===== config.mk =====
export PLATFORM = sky130hd
export DESIGN_NAME = rv_core_top
export DESIGN_NICKNAME = d
export VERILOG_FILES = /design/src/hdl/rv_core_pkg.sv /design/src/hdl/rv_alu.sv /design/src/hdl/rv_core_top.sv /design/src/hdl/rv_decoder.sv /design/src/hdl/rv_regfile.sv /design/src/hdl/rv_sequencer.sv
export SDC_FILE = /design/constraint.sdc
export NUM_CORES = 2
export LEC_CHECK = 0
export ABC_AREA = 0
export BUFFER_PORTS_ARGS = -buffer_cell sky130_fd_sc_hd__buf_2
export CAP_MARGIN = 20
export CORE_UTILIZATION = 39
export CTS_CLUSTER_SIZE = 30
export DETAILED_ROUTE_END_ITERATION = 10
export PLACE_DENSITY_LB_ADDON = 0.25
export SYNTH_ARGS = -nofsm -noshare
export SYNTH_HDL_FRONTEND = slang
export SYNTH_HIERARCHICAL = 1
export SYNTH_SLANG_ARGS = --single-unit

===== constraint.sdc =====
create_clock -name clock_i -period 13.2 [get_ports clock_i]
set_clock_uncertainty 0.05 [all_clocks]
set_input_delay 1.32 -clock clock_i [delete_from_list [all_inputs] [get_ports clock_i]]
set_output_delay 1.32 -clock clock_i [all_outputs]
set_load 0.02 [all_outputs]

===== src/hdl/rv_core_pkg.sv =====
package rv_core_pkg;

	// ------------------------------------------------------------
	// widths
	// ------------------------------------------------------------
	localparam int XLEN      = 32;
	localparam int REG_COUNT = 32;
	localparam int REG_IDX_W = 5;

	// major opcodes, inst[6:0]
	localparam logic [6:0] OPC_OP     = 7'b0110011;
	localparam logic [6:0] OPC_OP_IMM = 7'b0010011;
	localparam logic [6:0] OPC_LOAD   = 7'b0000011;
	localparam logic [6:0] OPC_STORE  = 7'b0100011;
	localparam logic [6:0] OPC_BRANCH = 7'b1100011;
	localparam logic [6:0] OPC_JAL    = 7'b1101111;
	localparam logic [6:0] OPC_JALR   = 7'b1100111;
	localparam logic [6:0] OPC_LUI    = 7'b0110111;
	localparam logic [6:0] OPC_AUIPC  = 7'b0010111;

	// funct3 for the integer ops
	localparam logic [2:0] F3_ADD_SUB = 3'b000;
	localparam logic [2:0] F3_SLL     = 3'b001;
	localparam logic [2:0] F3_SLT     = 3'b010;
	localparam logic [2:0] F3_SLTU    = 3'b011;
	localparam logic [2:0] F3_XOR     = 3'b100;
	localparam logic [2:0] F3_SR      = 3'b101; // srl or sra, bit 30 decides
	localparam logic [2:0] F3_OR      = 3'b110;
	localparam logic [2:0] F3_AND     = 3'b111;
	// branch conditions
	localparam logic [2:0] F3_BEQ     = 3'b000;
	localparam logic [2:0] F3_BNE     = 3'b001;
	localparam logic [2:0] F3_BLT     = 3'b100;
	localparam logic [2:0] F3_BGE     = 3'b101;
	localparam logic [2:0] F3_BLTU    = 3'b110;
	localparam logic [2:0] F3_BGEU    = 3'b111;
	localparam logic [2:0] F3_WORD    = 3'b010; // lw / sw only

	// ------------------------------------------------------------
	// internal encodings
	// ------------------------------------------------------------
	localparam logic [3:0] ALU_ADD    = 4'd0;
	localparam logic [3:0] ALU_SUB    = 4'd1;
	localparam logic [3:0] ALU_SLL    = 4'd2;
	localparam logic [3:0] ALU_SLT    = 4'd3;
	localparam logic [3:0] ALU_SLTU   = 4'd4;
	localparam logic [3:0] ALU_XOR    = 4'd5;
	localparam logic [3:0] ALU_SRL    = 4'd6;
	localparam logic [3:0] ALU_SRA    = 4'd7;
	localparam logic [3:0] ALU_OR     = 4'd8;
	localparam logic [3:0] ALU_AND    = 4'd9;
	localparam logic [3:0] ALU_PASS_B = 4'd10; // lui

	localparam logic [2:0] CLS_ALU     = 3'd0; // op, op-imm, lui, auipc
	localparam logic [2:0] CLS_LOAD    = 3'd1;
	localparam logic [2:0] CLS_STORE   = 3'd2;
	localparam logic [2:0] CLS_BRANCH  = 3'd3;
	localparam logic [2:0] CLS_JAL     = 3'd4;
	localparam logic [2:0] CLS_JALR    = 3'd5;
	localparam logic [2:0] CLS_ILLEGAL = 3'd7;

	// machine cycles
	localparam logic [2:0] MC_FETCH   = 3'd0;
	localparam logic [2:0] MC_OPERAND = 3'd1;
	localparam logic [2:0] MC_EXECUTE = 3'd2;
	localparam logic [2:0] MC_MEMWB   = 3'd3;
	localparam logic [2:0] MC_HALT    = 3'd4;

	// one instruction word, six ways to read it
	typedef union packed {
		struct packed {
			logic [6:0] funct7; logic [4:0] rs2; logic [4:0] rs1;
			logic [2:0] funct3; logic [4:0] rd; logic [6:0] opcode;
		} r;
		struct packed {
			logic [11:0] imm_11_0; logic [4:0] rs1;
			logic [2:0] funct3; logic [4:0] rd; logic [6:0] opcode;
		} i;
		struct packed {
			logic [6:0] imm_11_5; logic [4:0] rs2; logic [4:0] rs1;
			logic [2:0] funct3; logic [4:0] imm_4_0; logic [6:0] opcode;
		} s;
		struct packed {
			logic imm_12; logic [5:0] imm_10_5; logic [4:0] rs2; logic [4:0] rs1;
			logic [2:0] funct3; logic [3:0] imm_4_1; logic imm_11; logic [6:0] opcode;
		} b;
		struct packed {
			logic [19:0] imm_31_12; logic [4:0] rd; logic [6:0] opcode;
		} u;
		struct packed {
			logic imm_20; logic [9:0] imm_10_1; logic imm_11;
			logic [7:0] imm_19_12; logic [4:0] rd; logic [6:0] opcode;
		} j;
	} inst_t;

endpackage


===== src/hdl/rv_alu.sv =====
`timescale 1ns/1ps

module rv_alu (
	input  logic [rv_core_pkg::XLEN-1:0] a_i,
	input  logic [rv_core_pkg::XLEN-1:0] b_i,
	input  logic [3:0]                   op_i,
	input  logic [2:0]                   funct3_i,
	output logic [rv_core_pkg::XLEN-1:0] result_o,
	output logic                         taken_o
);

	logic       eq;
	logic       lt_s;   // signed compare
	logic       lt_u;
	logic [4:0] shamt;

	assign eq    = (a_i == b_i);
	assign lt_s  = ($signed(a_i) < $signed(b_i));
	assign lt_u  = (a_i < b_i);
	assign shamt = b_i[4:0]; // rs2 or imm, low five bits only

	// ------------------------------------------------------------
	// result
	// ------------------------------------------------------------
	always_comb begin
		case (op_i)
			rv_core_pkg::ALU_ADD:    result_o = a_i + b_i;
			rv_core_pkg::ALU_SUB:    result_o = a_i - b_i;
			rv_core_pkg::ALU_SLL:    result_o = a_i << shamt;
			rv_core_pkg::ALU_SLT:    result_o = {31'd0, lt_s};
			rv_core_pkg::ALU_SLTU:   result_o = {31'd0, lt_u};
			rv_core_pkg::ALU_XOR:    result_o = a_i ^ b_i;
			rv_core_pkg::ALU_SRL:    result_o = a_i >> shamt;
			rv_core_pkg::ALU_SRA:    result_o = $unsigned($signed(a_i) >>> shamt);
			rv_core_pkg::ALU_OR:     result_o = a_i | b_i;
			rv_core_pkg::ALU_AND:    result_o = a_i & b_i;
			rv_core_pkg::ALU_PASS_B: result_o = b_i; // lui
			default:                 result_o = '0;
		endcase
	end

	// branch decision, second half of each pair is the negation
	always_comb begin
		case (funct3_i)
			rv_core_pkg::F3_BEQ:  taken_o = eq;
			rv_core_pkg::F3_BNE:  taken_o = ~eq;
			rv_core_pkg::F3_BLT:  taken_o = lt_s;
			rv_core_pkg::F3_BGE:  taken_o = ~lt_s;
			rv_core_pkg::F3_BLTU: taken_o = lt_u;
			rv_core_pkg::F3_BGEU: taken_o = ~lt_u;
			default:              taken_o = 1'b0;
		endcase
	end

endmodule


===== src/hdl/rv_core_top.sv =====
`timescale 1ns/1ps

module rv_core_top #(
	parameter logic [rv_core_pkg::XLEN-1:0] RESET_PC = '0,
	parameter logic [rv_core_pkg::XLEN-1:0] SP_RESET = 32'h0000_1000
) (
	input  logic                           clock_i,
	input  logic                           reset_i,
	// instruction port
	output logic                           imem_req_o,
	output logic [rv_core_pkg::XLEN-1:0]   imem_addr_o,
	input  logic [rv_core_pkg::XLEN-1:0]   imem_rdata_i,
	input  logic                           imem_done_i,
	// data port
	output logic                           dmem_req_o,
	output logic                           dmem_we_o,
	output logic [rv_core_pkg::XLEN-1:0]   dmem_addr_o,
	output logic [rv_core_pkg::XLEN-1:0]   dmem_wdata_o,
	input  logic [rv_core_pkg::XLEN-1:0]   dmem_rdata_i,
	input  logic                           dmem_done_i,
	// trace
	output logic                           retire_o,
	output logic [rv_core_pkg::XLEN-1:0]   retire_pc_o,
	output rv_core_pkg::inst_t             retire_inst_o,
	output logic                           illegal_o
);

	rv_core_pkg::inst_t                   inst;      // ir, seen by decoder
	logic [rv_core_pkg::XLEN-1:0]         dec_imm;
	logic [rv_core_pkg::REG_IDX_W-1:0]    dec_rs1;
	logic [rv_core_pkg::REG_IDX_W-1:0]    dec_rs2;
	logic [rv_core_pkg::REG_IDX_W-1:0]    dec_rd;
	logic [3:0]                           dec_alu_op;
	logic [2:0]                           dec_class;
	logic                                 dec_use_imm;
	logic                                 dec_illegal;
	logic [rv_core_pkg::XLEN-1:0]         rf_rdata1, rf_rdata2, rf_wdata;
	logic                                 rf_we;
	logic [rv_core_pkg::REG_IDX_W-1:0]    rf_waddr;
	logic [rv_core_pkg::XLEN-1:0]         alu_a, alu_b, alu_result;
	logic [3:0]                           alu_op;
	logic                                 alu_taken;

	rv_sequencer #(.RESET_PC(RESET_PC)) i_seq (
		.clock_i, .reset_i,
		.imem_req_o, .imem_addr_o, .imem_rdata_i, .imem_done_i,
		.dmem_req_o, .dmem_we_o, .dmem_addr_o, .dmem_wdata_o, .dmem_rdata_i, .dmem_done_i,
		.retire_o, .retire_pc_o, .retire_inst_o, .illegal_o,
		.inst_o(inst),
		.dec_imm_i(dec_imm), .dec_rs1_i(dec_rs1), .dec_rs2_i(dec_rs2), .dec_rd_i(dec_rd),
		.dec_alu_op_i(dec_alu_op), .dec_class_i(dec_class),
		.dec_use_imm_i(dec_use_imm), .dec_illegal_i(dec_illegal),
		.rf_rdata1_i(rf_rdata1), .rf_rdata2_i(rf_rdata2),
		.rf_we_o(rf_we), .rf_waddr_o(rf_waddr), .rf_wdata_o(rf_wdata),
		.alu_a_o(alu_a), .alu_b_o(alu_b), .alu_op_o(alu_op),
		.alu_result_i(alu_result), .alu_taken_i(alu_taken)
	);

	rv_decoder i_dec (
		.inst_i(inst), .imm_o(dec_imm), .rs1_o(dec_rs1), .rs2_o(dec_rs2), .rd_o(dec_rd),
		.alu_op_o(dec_alu_op), .class_o(dec_class),
		.use_imm_o(dec_use_imm), .illegal_o(dec_illegal)
	);

	rv_regfile #(.SP_RESET(SP_RESET)) i_rf (
		.clock_i, .reset_i,
		.raddr1_i(dec_rs1), .raddr2_i(dec_rs2), .rdata1_o(rf_rdata1), .rdata2_o(rf_rdata2),
		.we_i(rf_we), .waddr_i(rf_waddr), .wdata_i(rf_wdata)
	);

	// branch condition comes straight from the ir funct3
	rv_alu i_alu (
		.a_i(alu_a), .b_i(alu_b), .op_i(alu_op), .funct3_i(inst.b.funct3),
		.result_o(alu_result), .taken_o(alu_taken)
	);

endmodule


===== src/hdl/rv_decoder.sv =====
`timescale 1ns/1ps

module rv_decoder (
	input  rv_core_pkg::inst_t                inst_i,
	output logic [rv_core_pkg::XLEN-1:0]      imm_o,
	output logic [rv_core_pkg::REG_IDX_W-1:0] rs1_o,
	output logic [rv_core_pkg::REG_IDX_W-1:0] rs2_o,
	output logic [rv_core_pkg::REG_IDX_W-1:0] rd_o,
	output logic [3:0]                        alu_op_o,
	output logic [2:0]                        class_o,
	output logic                              use_imm_o,
	output logic                              illegal_o
);

	logic [6:0] opcode;
	logic [2:0] funct3;
	logic       alt_op;   // bit 30, sub / sra
	logic       bad_f3;

	assign opcode = inst_i.r.opcode;
	assign funct3 = inst_i.r.funct3;
	assign rs1_o  = inst_i.r.rs1;
	assign rs2_o  = inst_i.r.rs2;
	assign rd_o   = inst_i.r.rd;
	// op-imm only honours bit 30 on right shifts, addi has no subi
	assign alt_op = inst_i.r.funct7[5] & ((opcode == rv_core_pkg::OPC_OP) | (funct3 == rv_core_pkg::F3_SR));

	// immediate format by opcode
	always_comb begin
		case (opcode)
			rv_core_pkg::OPC_STORE:
				imm_o = {{20{inst_i.s.imm_11_5[6]}}, inst_i.s.imm_11_5, inst_i.s.imm_4_0};
			rv_core_pkg::OPC_BRANCH:
				imm_o = {{19{inst_i.b.imm_12}}, inst_i.b.imm_12, inst_i.b.imm_11,
					inst_i.b.imm_10_5, inst_i.b.imm_4_1, 1'b0};
			rv_core_pkg::OPC_LUI, rv_core_pkg::OPC_AUIPC:
				imm_o = {inst_i.u.imm_31_12, 12'h000};
			rv_core_pkg::OPC_JAL:
				imm_o = {{11{inst_i.j.imm_20}}, inst_i.j.imm_20, inst_i.j.imm_19_12,
					inst_i.j.imm_11, inst_i.j.imm_10_1, 1'b0};
			default: imm_o = {{20{inst_i.i.imm_11_0[11]}}, inst_i.i.imm_11_0}; // i-type
		endcase
	end

	always_comb begin
		alu_op_o  = rv_core_pkg::ALU_ADD; // address and target adds
		use_imm_o = 1'b1;
		class_o   = rv_core_pkg::CLS_ILLEGAL;
		bad_f3    = 1'b0;
		case (opcode)
			rv_core_pkg::OPC_OP, rv_core_pkg::OPC_OP_IMM: begin
				class_o   = rv_core_pkg::CLS_ALU;
				use_imm_o = (opcode == rv_core_pkg::OPC_OP_IMM);
				case (funct3)
					rv_core_pkg::F3_ADD_SUB: alu_op_o = alt_op ? rv_core_pkg::ALU_SUB : rv_core_pkg::ALU_ADD;
					rv_core_pkg::F3_SLL:     alu_op_o = rv_core_pkg::ALU_SLL;
					rv_core_pkg::F3_SLT:     alu_op_o = rv_core_pkg::ALU_SLT;
					rv_core_pkg::F3_SLTU:    alu_op_o = rv_core_pkg::ALU_SLTU;
					rv_core_pkg::F3_XOR:     alu_op_o = rv_core_pkg::ALU_XOR;
					rv_core_pkg::F3_SR:      alu_op_o = alt_op ? rv_core_pkg::ALU_SRA : rv_core_pkg::ALU_SRL;
					rv_core_pkg::F3_OR:      alu_op_o = rv_core_pkg::ALU_OR;
					default:                 alu_op_o = rv_core_pkg::ALU_AND;
				endcase
			end
			rv_core_pkg::OPC_LUI: begin
				class_o  = rv_core_pkg::CLS_ALU;
				alu_op_o = rv_core_pkg::ALU_PASS_B;
			end
			rv_core_pkg::OPC_AUIPC: class_o = rv_core_pkg::CLS_ALU; // pc + imm
			rv_core_pkg::OPC_LOAD: begin
				class_o = rv_core_pkg::CLS_LOAD;
				bad_f3  = (funct3 != rv_core_pkg::F3_WORD); // words only
			end
			rv_core_pkg::OPC_STORE: begin
				class_o = rv_core_pkg::CLS_STORE;
				bad_f3  = (funct3 != rv_core_pkg::F3_WORD);
			end
			rv_core_pkg::OPC_BRANCH: begin
				class_o   = rv_core_pkg::CLS_BRANCH;
				use_imm_o = 1'b0; // rs1 against rs2
				case (funct3)
					rv_core_pkg::F3_BEQ, rv_core_pkg::F3_BNE:   alu_op_o = rv_core_pkg::ALU_SUB;
					rv_core_pkg::F3_BLT, rv_core_pkg::F3_BGE:   alu_op_o = rv_core_pkg::ALU_SLT;
					rv_core_pkg::F3_BLTU, rv_core_pkg::F3_BGEU: alu_op_o = rv_core_pkg::ALU_SLTU;
					default:                                    bad_f3 = 1'b1;
				endcase
			end
			rv_core_pkg::OPC_JAL:  class_o = rv_core_pkg::CLS_JAL;
			rv_core_pkg::OPC_JALR: class_o = rv_core_pkg::CLS_JALR;
			default: ; // unknown opcode stays illegal
		endcase
		illegal_o = bad_f3 | (class_o == rv_core_pkg::CLS_ILLEGAL);
		if (bad_f3)
			class_o = rv_core_pkg::CLS_ILLEGAL;
	end

endmodule


===== src/hdl/rv_regfile.sv =====
`timescale 1ns/1ps

module rv_regfile #(
	parameter logic [rv_core_pkg::XLEN-1:0] SP_RESET = 32'h0000_1000
) (
	input  logic                              clock_i,
	input  logic                              reset_i,
	input  logic [rv_core_pkg::REG_IDX_W-1:0] raddr1_i,
	input  logic [rv_core_pkg::REG_IDX_W-1:0] raddr2_i,
	output logic [rv_core_pkg::XLEN-1:0]      rdata1_o,
	output logic [rv_core_pkg::XLEN-1:0]      rdata2_o,
	input  logic                              we_i,
	input  logic [rv_core_pkg::REG_IDX_W-1:0] waddr_i,
	input  logic [rv_core_pkg::XLEN-1:0]      wdata_i
);

	logic [rv_core_pkg::XLEN-1:0] regs [rv_core_pkg::REG_COUNT];

	// two async read ports, writes show up next cycle
	assign rdata1_o = regs[raddr1_i];
	assign rdata2_o = regs[raddr2_i];

	always_ff @(posedge clock_i) begin
		if (!reset_i) begin
			for (int k = 0; k < rv_core_pkg::REG_COUNT; k++)
				regs[k] <= (k == 2) ? SP_RESET : '0; // x2 is sp
		end else if (we_i && (waddr_i != '0)) begin // x0 never written
			regs[waddr_i] <= wdata_i;
		end
	end

endmodule


===== src/hdl/rv_sequencer.sv =====
`timescale 1ns/1ps

module rv_sequencer #(
	parameter logic [rv_core_pkg::XLEN-1:0] RESET_PC = '0
) (
	input  logic                              clock_i,
	input  logic                              reset_i,
	output logic                              imem_req_o,
	output logic [rv_core_pkg::XLEN-1:0]      imem_addr_o,
	input  logic [rv_core_pkg::XLEN-1:0]      imem_rdata_i,
	input  logic                              imem_done_i,
	output logic                              dmem_req_o,
	output logic                              dmem_we_o,
	output logic [rv_core_pkg::XLEN-1:0]      dmem_addr_o,
	output logic [rv_core_pkg::XLEN-1:0]      dmem_wdata_o,
	input  logic [rv_core_pkg::XLEN-1:0]      dmem_rdata_i,
	input  logic                              dmem_done_i,
	output logic                              retire_o,
	output logic [rv_core_pkg::XLEN-1:0]      retire_pc_o,
	output rv_core_pkg::inst_t                retire_inst_o,
	output logic                              illegal_o,
	output rv_core_pkg::inst_t                inst_o,
	input  logic [rv_core_pkg::XLEN-1:0]      dec_imm_i,
	input  logic [rv_core_pkg::REG_IDX_W-1:0] dec_rs1_i,
	input  logic [rv_core_pkg::REG_IDX_W-1:0] dec_rs2_i,
	input  logic [rv_core_pkg::REG_IDX_W-1:0] dec_rd_i,
	input  logic [3:0]                        dec_alu_op_i,
	input  logic [2:0]                        dec_class_i,
	input  logic                              dec_use_imm_i,
	input  logic                              dec_illegal_i,
	input  logic [rv_core_pkg::XLEN-1:0]      rf_rdata1_i,
	input  logic [rv_core_pkg::XLEN-1:0]      rf_rdata2_i,
	output logic                              rf_we_o,
	output logic [rv_core_pkg::REG_IDX_W-1:0] rf_waddr_o,
	output logic [rv_core_pkg::XLEN-1:0]      rf_wdata_o,
	output logic [rv_core_pkg::XLEN-1:0]      alu_a_o,
	output logic [rv_core_pkg::XLEN-1:0]      alu_b_o,
	output logic [3:0]                        alu_op_o,
	input  logic [rv_core_pkg::XLEN-1:0]      alu_result_i,
	input  logic                              alu_taken_i
);

	logic [2:0]                   state;
	logic                         boot_q;         // first fetch after reset still owed
	logic [rv_core_pkg::XLEN-1:0] pc, npc;        // pc of current inst, pc of next
	rv_core_pkg::inst_t           ir;
	logic [rv_core_pkg::XLEN-1:0] op_a, op_b;     // operand registers
	logic [rv_core_pkg::XLEN-1:0] result;         // value for rd
	logic [rv_core_pkg::XLEN-1:0] pc_plus4, pc_target, next_pc;
	logic                         is_mem, wb_fire;

	assign inst_o   = ir;
	assign alu_a_o  = op_a;
	assign alu_b_o  = op_b;
	assign alu_op_o = dec_alu_op_i; // ir is stable, so decode holds all through execute

	assign pc_plus4  = pc + 32'd4;
	assign pc_target = pc + dec_imm_i; // branch and jal, relative to this inst

	always_comb begin
		case (dec_class_i)
			rv_core_pkg::CLS_BRANCH: next_pc = alu_taken_i ? pc_target : pc_plus4;
			rv_core_pkg::CLS_JAL:    next_pc = pc_target;
			rv_core_pkg::CLS_JALR:   next_pc = {alu_result_i[rv_core_pkg::XLEN-1:1], 1'b0};
			default:                 next_pc = pc_plus4;
		endcase
	end

	// ------------------------------------------------------------
	// writeback
	// ------------------------------------------------------------
	assign is_mem  = (dec_class_i == rv_core_pkg::CLS_LOAD) | (dec_class_i == rv_core_pkg::CLS_STORE);
	assign wb_fire = (state == rv_core_pkg::MC_MEMWB) & (~is_mem | dmem_done_i);

	// stores and branches have no rd, x0 writes are dropped in the regfile
	assign rf_we_o    = wb_fire & (dec_class_i != rv_core_pkg::CLS_STORE)
		& (dec_class_i != rv_core_pkg::CLS_BRANCH);
	assign rf_waddr_o = dec_rd_i;
	assign rf_wdata_o = (dec_class_i == rv_core_pkg::CLS_LOAD) ? dmem_rdata_i : result;

	// ------------------------------------------------------------
	// machine cycles
	// ------------------------------------------------------------
	always_ff @(posedge clock_i) begin
		if (!reset_i) begin
			state      <= rv_core_pkg::MC_FETCH;
			boot_q     <= 1'b1;
			pc         <= RESET_PC;
			imem_req_o <= 1'b0;
			dmem_req_o <= 1'b0;
			dmem_we_o  <= 1'b0;
			retire_o   <= 1'b0;
			illegal_o  <= 1'b0;
		end else begin
			imem_req_o <= 1'b0; // all requests are single-cycle pulses
			dmem_req_o <= 1'b0;
			dmem_we_o  <= 1'b0;
			retire_o   <= 1'b0;
			case (state)
				rv_core_pkg::MC_FETCH: begin
					if (boot_q) begin
						boot_q      <= 1'b0;
						imem_req_o  <= 1'b1;
						imem_addr_o <= pc;
					end else if (imem_done_i) begin // otherwise hold
						ir    <= imem_rdata_i;
						state <= rv_core_pkg::MC_OPERAND;
					end
				end
				rv_core_pkg::MC_OPERAND: begin
					if (dec_illegal_i) begin
						illegal_o <= 1'b1; // sticky until reset
						state     <= rv_core_pkg::MC_HALT;
					end else begin
						// auipc adds to its own pc, x0 sources short to zero
						if (ir.u.opcode == rv_core_pkg::OPC_AUIPC)
							op_a <= pc;
						else
							op_a <= (dec_rs1_i == '0) ? '0 : rf_rdata1_i;
						if (dec_use_imm_i)
							op_b <= dec_imm_i;
						else
							op_b <= (dec_rs2_i == '0) ? '0 : rf_rdata2_i;
						state <= rv_core_pkg::MC_EXECUTE;
					end
				end
				rv_core_pkg::MC_EXECUTE: begin
					npc <= next_pc;
					// jumps link the return address, everything else takes the alu
					if ((dec_class_i == rv_core_pkg::CLS_JAL) | (dec_class_i == rv_core_pkg::CLS_JALR))
						result <= pc_plus4;
					else
						result <= alu_result_i;
					if (is_mem) begin
						dmem_req_o   <= 1'b1;
						dmem_we_o    <= (dec_class_i == rv_core_pkg::CLS_STORE);
						dmem_addr_o  <= alu_result_i; // rs1 + offset
						dmem_wdata_o <= rf_rdata2_i;
					end
					state <= rv_core_pkg::MC_MEMWB;
				end
				rv_core_pkg::MC_MEMWB: begin
					if (wb_fire) begin
						retire_o      <= 1'b1;
						retire_pc_o   <= pc;
						retire_inst_o <= ir;
						pc            <= npc;
						imem_req_o    <= 1'b1; // next fetch alongside the retire pulse
						imem_addr_o   <= npc;
						state         <= rv_core_pkg::MC_FETCH;
					end
				end
				default: state <= rv_core_pkg::MC_HALT; // halt, only reset leaves
			endcase
		end
	end

endmodule


==> results.txt <==
status: finished, final reports clean
unrepaired setup endpoints after global routing: false
FF-to-FF Start: i_seq/alu_b_o[3]$_DFFE_PP_
Hold Crit Class: register to register
Die Y: 459 um
Switch Pwr: 2.43 mW
area grow syn2layout: 10.8%
critical path data arrival time: 6430 ps
via count: 61800
GPL Wtd Cong: 1.05
crit end category: register
row count: 167
Setup crit start: i_seq/alu_b_o[3]$_DFFE_PP_
DRT Pass-1 Iters: 6
Sink Count: 1385
FF-to-FF End: i_seq/npc[16]$_DFFE_PP_
Slowest-stage cell, CP: edfxtp_1
CP Cell Sequence: clkinv_1, ha_1, or2_2, o211ai_1, a211oi_1, o31ai_2, a21oi_1, a31oi_2, mux2i_1, o221ai_1, o21ai_1, nand3_1, o21ai_2, buf_4, nor2_1, a21oi_1, o211ai_1
most frequent cells in the layout: edfxtp_1, mux2i_1, and2_1, nand2_1, a21oi_1
post-layout net count: 7333
GRT Overall Usage: 29.5%
Max-slew headroom: 17.1%
total power: 9.99 mW
Leak: 35.3 nW
Via-to-Cell Ratio: 6.15
Sequential Power Share: 50.2%
DP Wirelength: 211 mm
Slew @ Worst Pin: 1240 ps
Largest stage delay, worst path: 610 ps
hold_buf cts: 0
most flop-heavy register: i_rf/regs
post-synthesis sequential element count: 1385
fmax: 168 MHz
clock power share: 43.3%
CTS tree: built
end of the critical path: i_seq/npc[16]$_DFFE_PP_
part of the Yosys area used for sequential elements: 50.6%
Final Hold Violating Endpoints: 0
CTS max path bufs: 3
drt wl/cell: 31.8 um
Port-buffer cells: 232
Synth Cell Area: 0.0814 mm2
CP required: 13680 ps
R2R depth: 17
count of final setup violators: 0
Switching Share: 24.3%
initial cell density of the core: 39.3%
commonest non-fill, non-tap cell in the layout: edfxtp_1
setup TNS: 0 ps
reg-to-reg setup timing slack: 7240 ps
Syn Inst Count: 7188
combinational fraction of design power: 6.6%
max FFs per register: 1024
syn_area_per_cell: 11.3 um2
worst vdd ir: 0.112 mV
pin count of the biggest net entering global routing: 105
initial antenna violation count: 28
IO Pins: 233
Antenna Nets Post-Route: 0
Post-CTS Resized: 0
Worst Path Max Fanout: 18
Die Area: 0.211 mm2
max cap viols: 0
DRT iter0 DRCs: 7400
Yosys cell types: 123
number of global-route vias before repair: 59300
Setup Fix Bufs, Post-CTS: 0
cts bufs inserted: 159
DRC: 0
Die W: 459 um
Ys Warns: 6
Min Clock Period, post-route: 5960 ps
final worst hold slack: 440 ps
Final Cycle Share: 45.1%
Power Density: 111 mW/mm2
critical path class: register to register
Slew Limit Fails: 0
H-tree levels: 4
Post-synth EDFFs: 1344
prevailing post-synth register cell: edfxtp_1
clk slew on worst S/H paths: 80 ps
first-pass GRT wire length: 445 mm
worst skew pair latency: 860 ps
core area: 0.207 mm2
Internal: 7.56 mW
startpoint types: register
WL final: 320 mm
Synth async-reset ratio: 0%
Root Buffer: clkbuf_16
share of cells above drive strength 1: 12.3%
grt total ovfl: 0
[area by class of cell]
cell class	instances	area [um2]
clock buffers	212	4300
diodes	10	25.0
clock inverters	72	681
well taps	2788	3490
repair buffers	401	2580
flip-flops and latches	1385	41200
inverters	116	435
multi-input cells	5068	37500
fillers	19400	117000
[layer usage]
metal | share of wire, % | track usage (%) | vias up | routed length [um]
li1 | - | - | 26600 | -
met1 | 41 | 39.3 | 31400 | 131000
met2 | 45 | 46.4 | 3163 | 145000
met3 | 8.6 | 5.37 | 595 | 27500
met4 | 4.9 | 13.6 | 12 | 15800
met5 | 0.022 | 0 | - | 69
[critical path, delay by kind of cell, from the launching register on]
family,cells,cell delay (ps)
muxes,1,250
and+or+nand+nor,3,650
AOI/OAI and AO/OA,10,2830
adders and majority gates,1,370
DFF,1,610
buffers and inverters,2,830
[cell families (layout without fill, tap and decap cells)]
logic type	count (synthesis)	count (layout)	share of synthesized area (%)
AND/OR/NAND/NOR	2231	2231	14.7
AO/OA/AOI/OAI	1417	1417	12.1
flip-flops	1385	1385	50.6
multiplexers	1192	1192	15.6
buffers and inverters	766	801	4.31
adder cells (fa/ha/maj)	134	134	2.09
XOR/XNOR	62	62	0.667
other	1	42	0.00460
[per-stage QoR]
step,instance area [um2],worst slack [ps],util [%],cells
6_report,90200,7240,43.5,10100
3_3_place_gp,85200,7540,41.1,9756
4_1_cts,90200,7370,43.5,10000
2_1_floorplan,81600,3440,-,7219
3_5_place_dp,85200,7450,41.1,9758
5_1_grt,90200,7020,43.5,10000
[power groups by stage]
stage | logic (mW) | registers (mW) | clock network [mW]
2_1_floorplan | 0.378 | 5.09 | 0
3_3_place_gp | 0.639 | 5.09 | 0
3_5_place_dp | 0.645 | 5.10 | 0
4_1_cts | 0.646 | 5.01 | 4.38
5_1_grt | 0.684 | 5.02 | 4.54
6_report | 0.658 | 5.01 | 4.32
[how the worst min path moves through the flow]
stage / startpoint / endpoint / cells past startpoint
6_report: i_seq/illegal_o$_SDFFE_PN0P_ / i_seq/illegal_o$_SDFFE_PN0P_ / 1
5_1_grt: i_seq/illegal_o$_SDFFE_PN0P_ / i_seq/illegal_o$_SDFFE_PN0P_ / 1
3_5_place_dp: i_seq/illegal_o$_SDFFE_PN0P_ / i_seq/illegal_o$_SDFFE_PN0P_ / 1
2_1_floorplan: i_seq/inst_o[25]$_DFFE_PP_ / i_seq/retire_inst_o[25]$_DFFE_PP_ / 0
3_3_place_gp: i_seq/illegal_o$_SDFFE_PN0P_ / i_seq/illegal_o$_SDFFE_PN0P_ / 1
4_1_cts: i_seq/illegal_o$_SDFFE_PN0P_ / i_seq/illegal_o$_SDFFE_PN0P_ / 1
[Yosys cell counts (22+ instances only)]
cell	count	area, um2
nor3_1	114	571
mux2_2	75	845
dfxtp_1	41	821
mux2i_1	1067	10700
o21ai_0	154	771
inv_1	108	405
xnor2_1	25	219
mux4_2	46	1040
nand4_1	22	138
o22ai_1	26	163
xor2_1	37	324
a221oi_1	35	307
a21boi_0	36	270
ha_1	131	1640
edfxtp_1	1344	40400
a21oi_1	354	1770
o211ai_1	30	225
clkbuf_1	354	1330
nor2b_1	27	169
buf_1	53	199
and3_1	22	138
clkbuf_2	33	165
and2_1	1005	6290
o221ai_1	34	298
a21o_1	45	338
nand2b_1	33	206
nand3_1	240	1200
nor2_1	225	845
a22oi_1	216	1620
buf_2	118	591
a22o_1	200	1750
buf_4	71	533
nand2_1	449	1690
a31oi_1	91	569
Note: power is estimated with default switching activity, not from simulation.
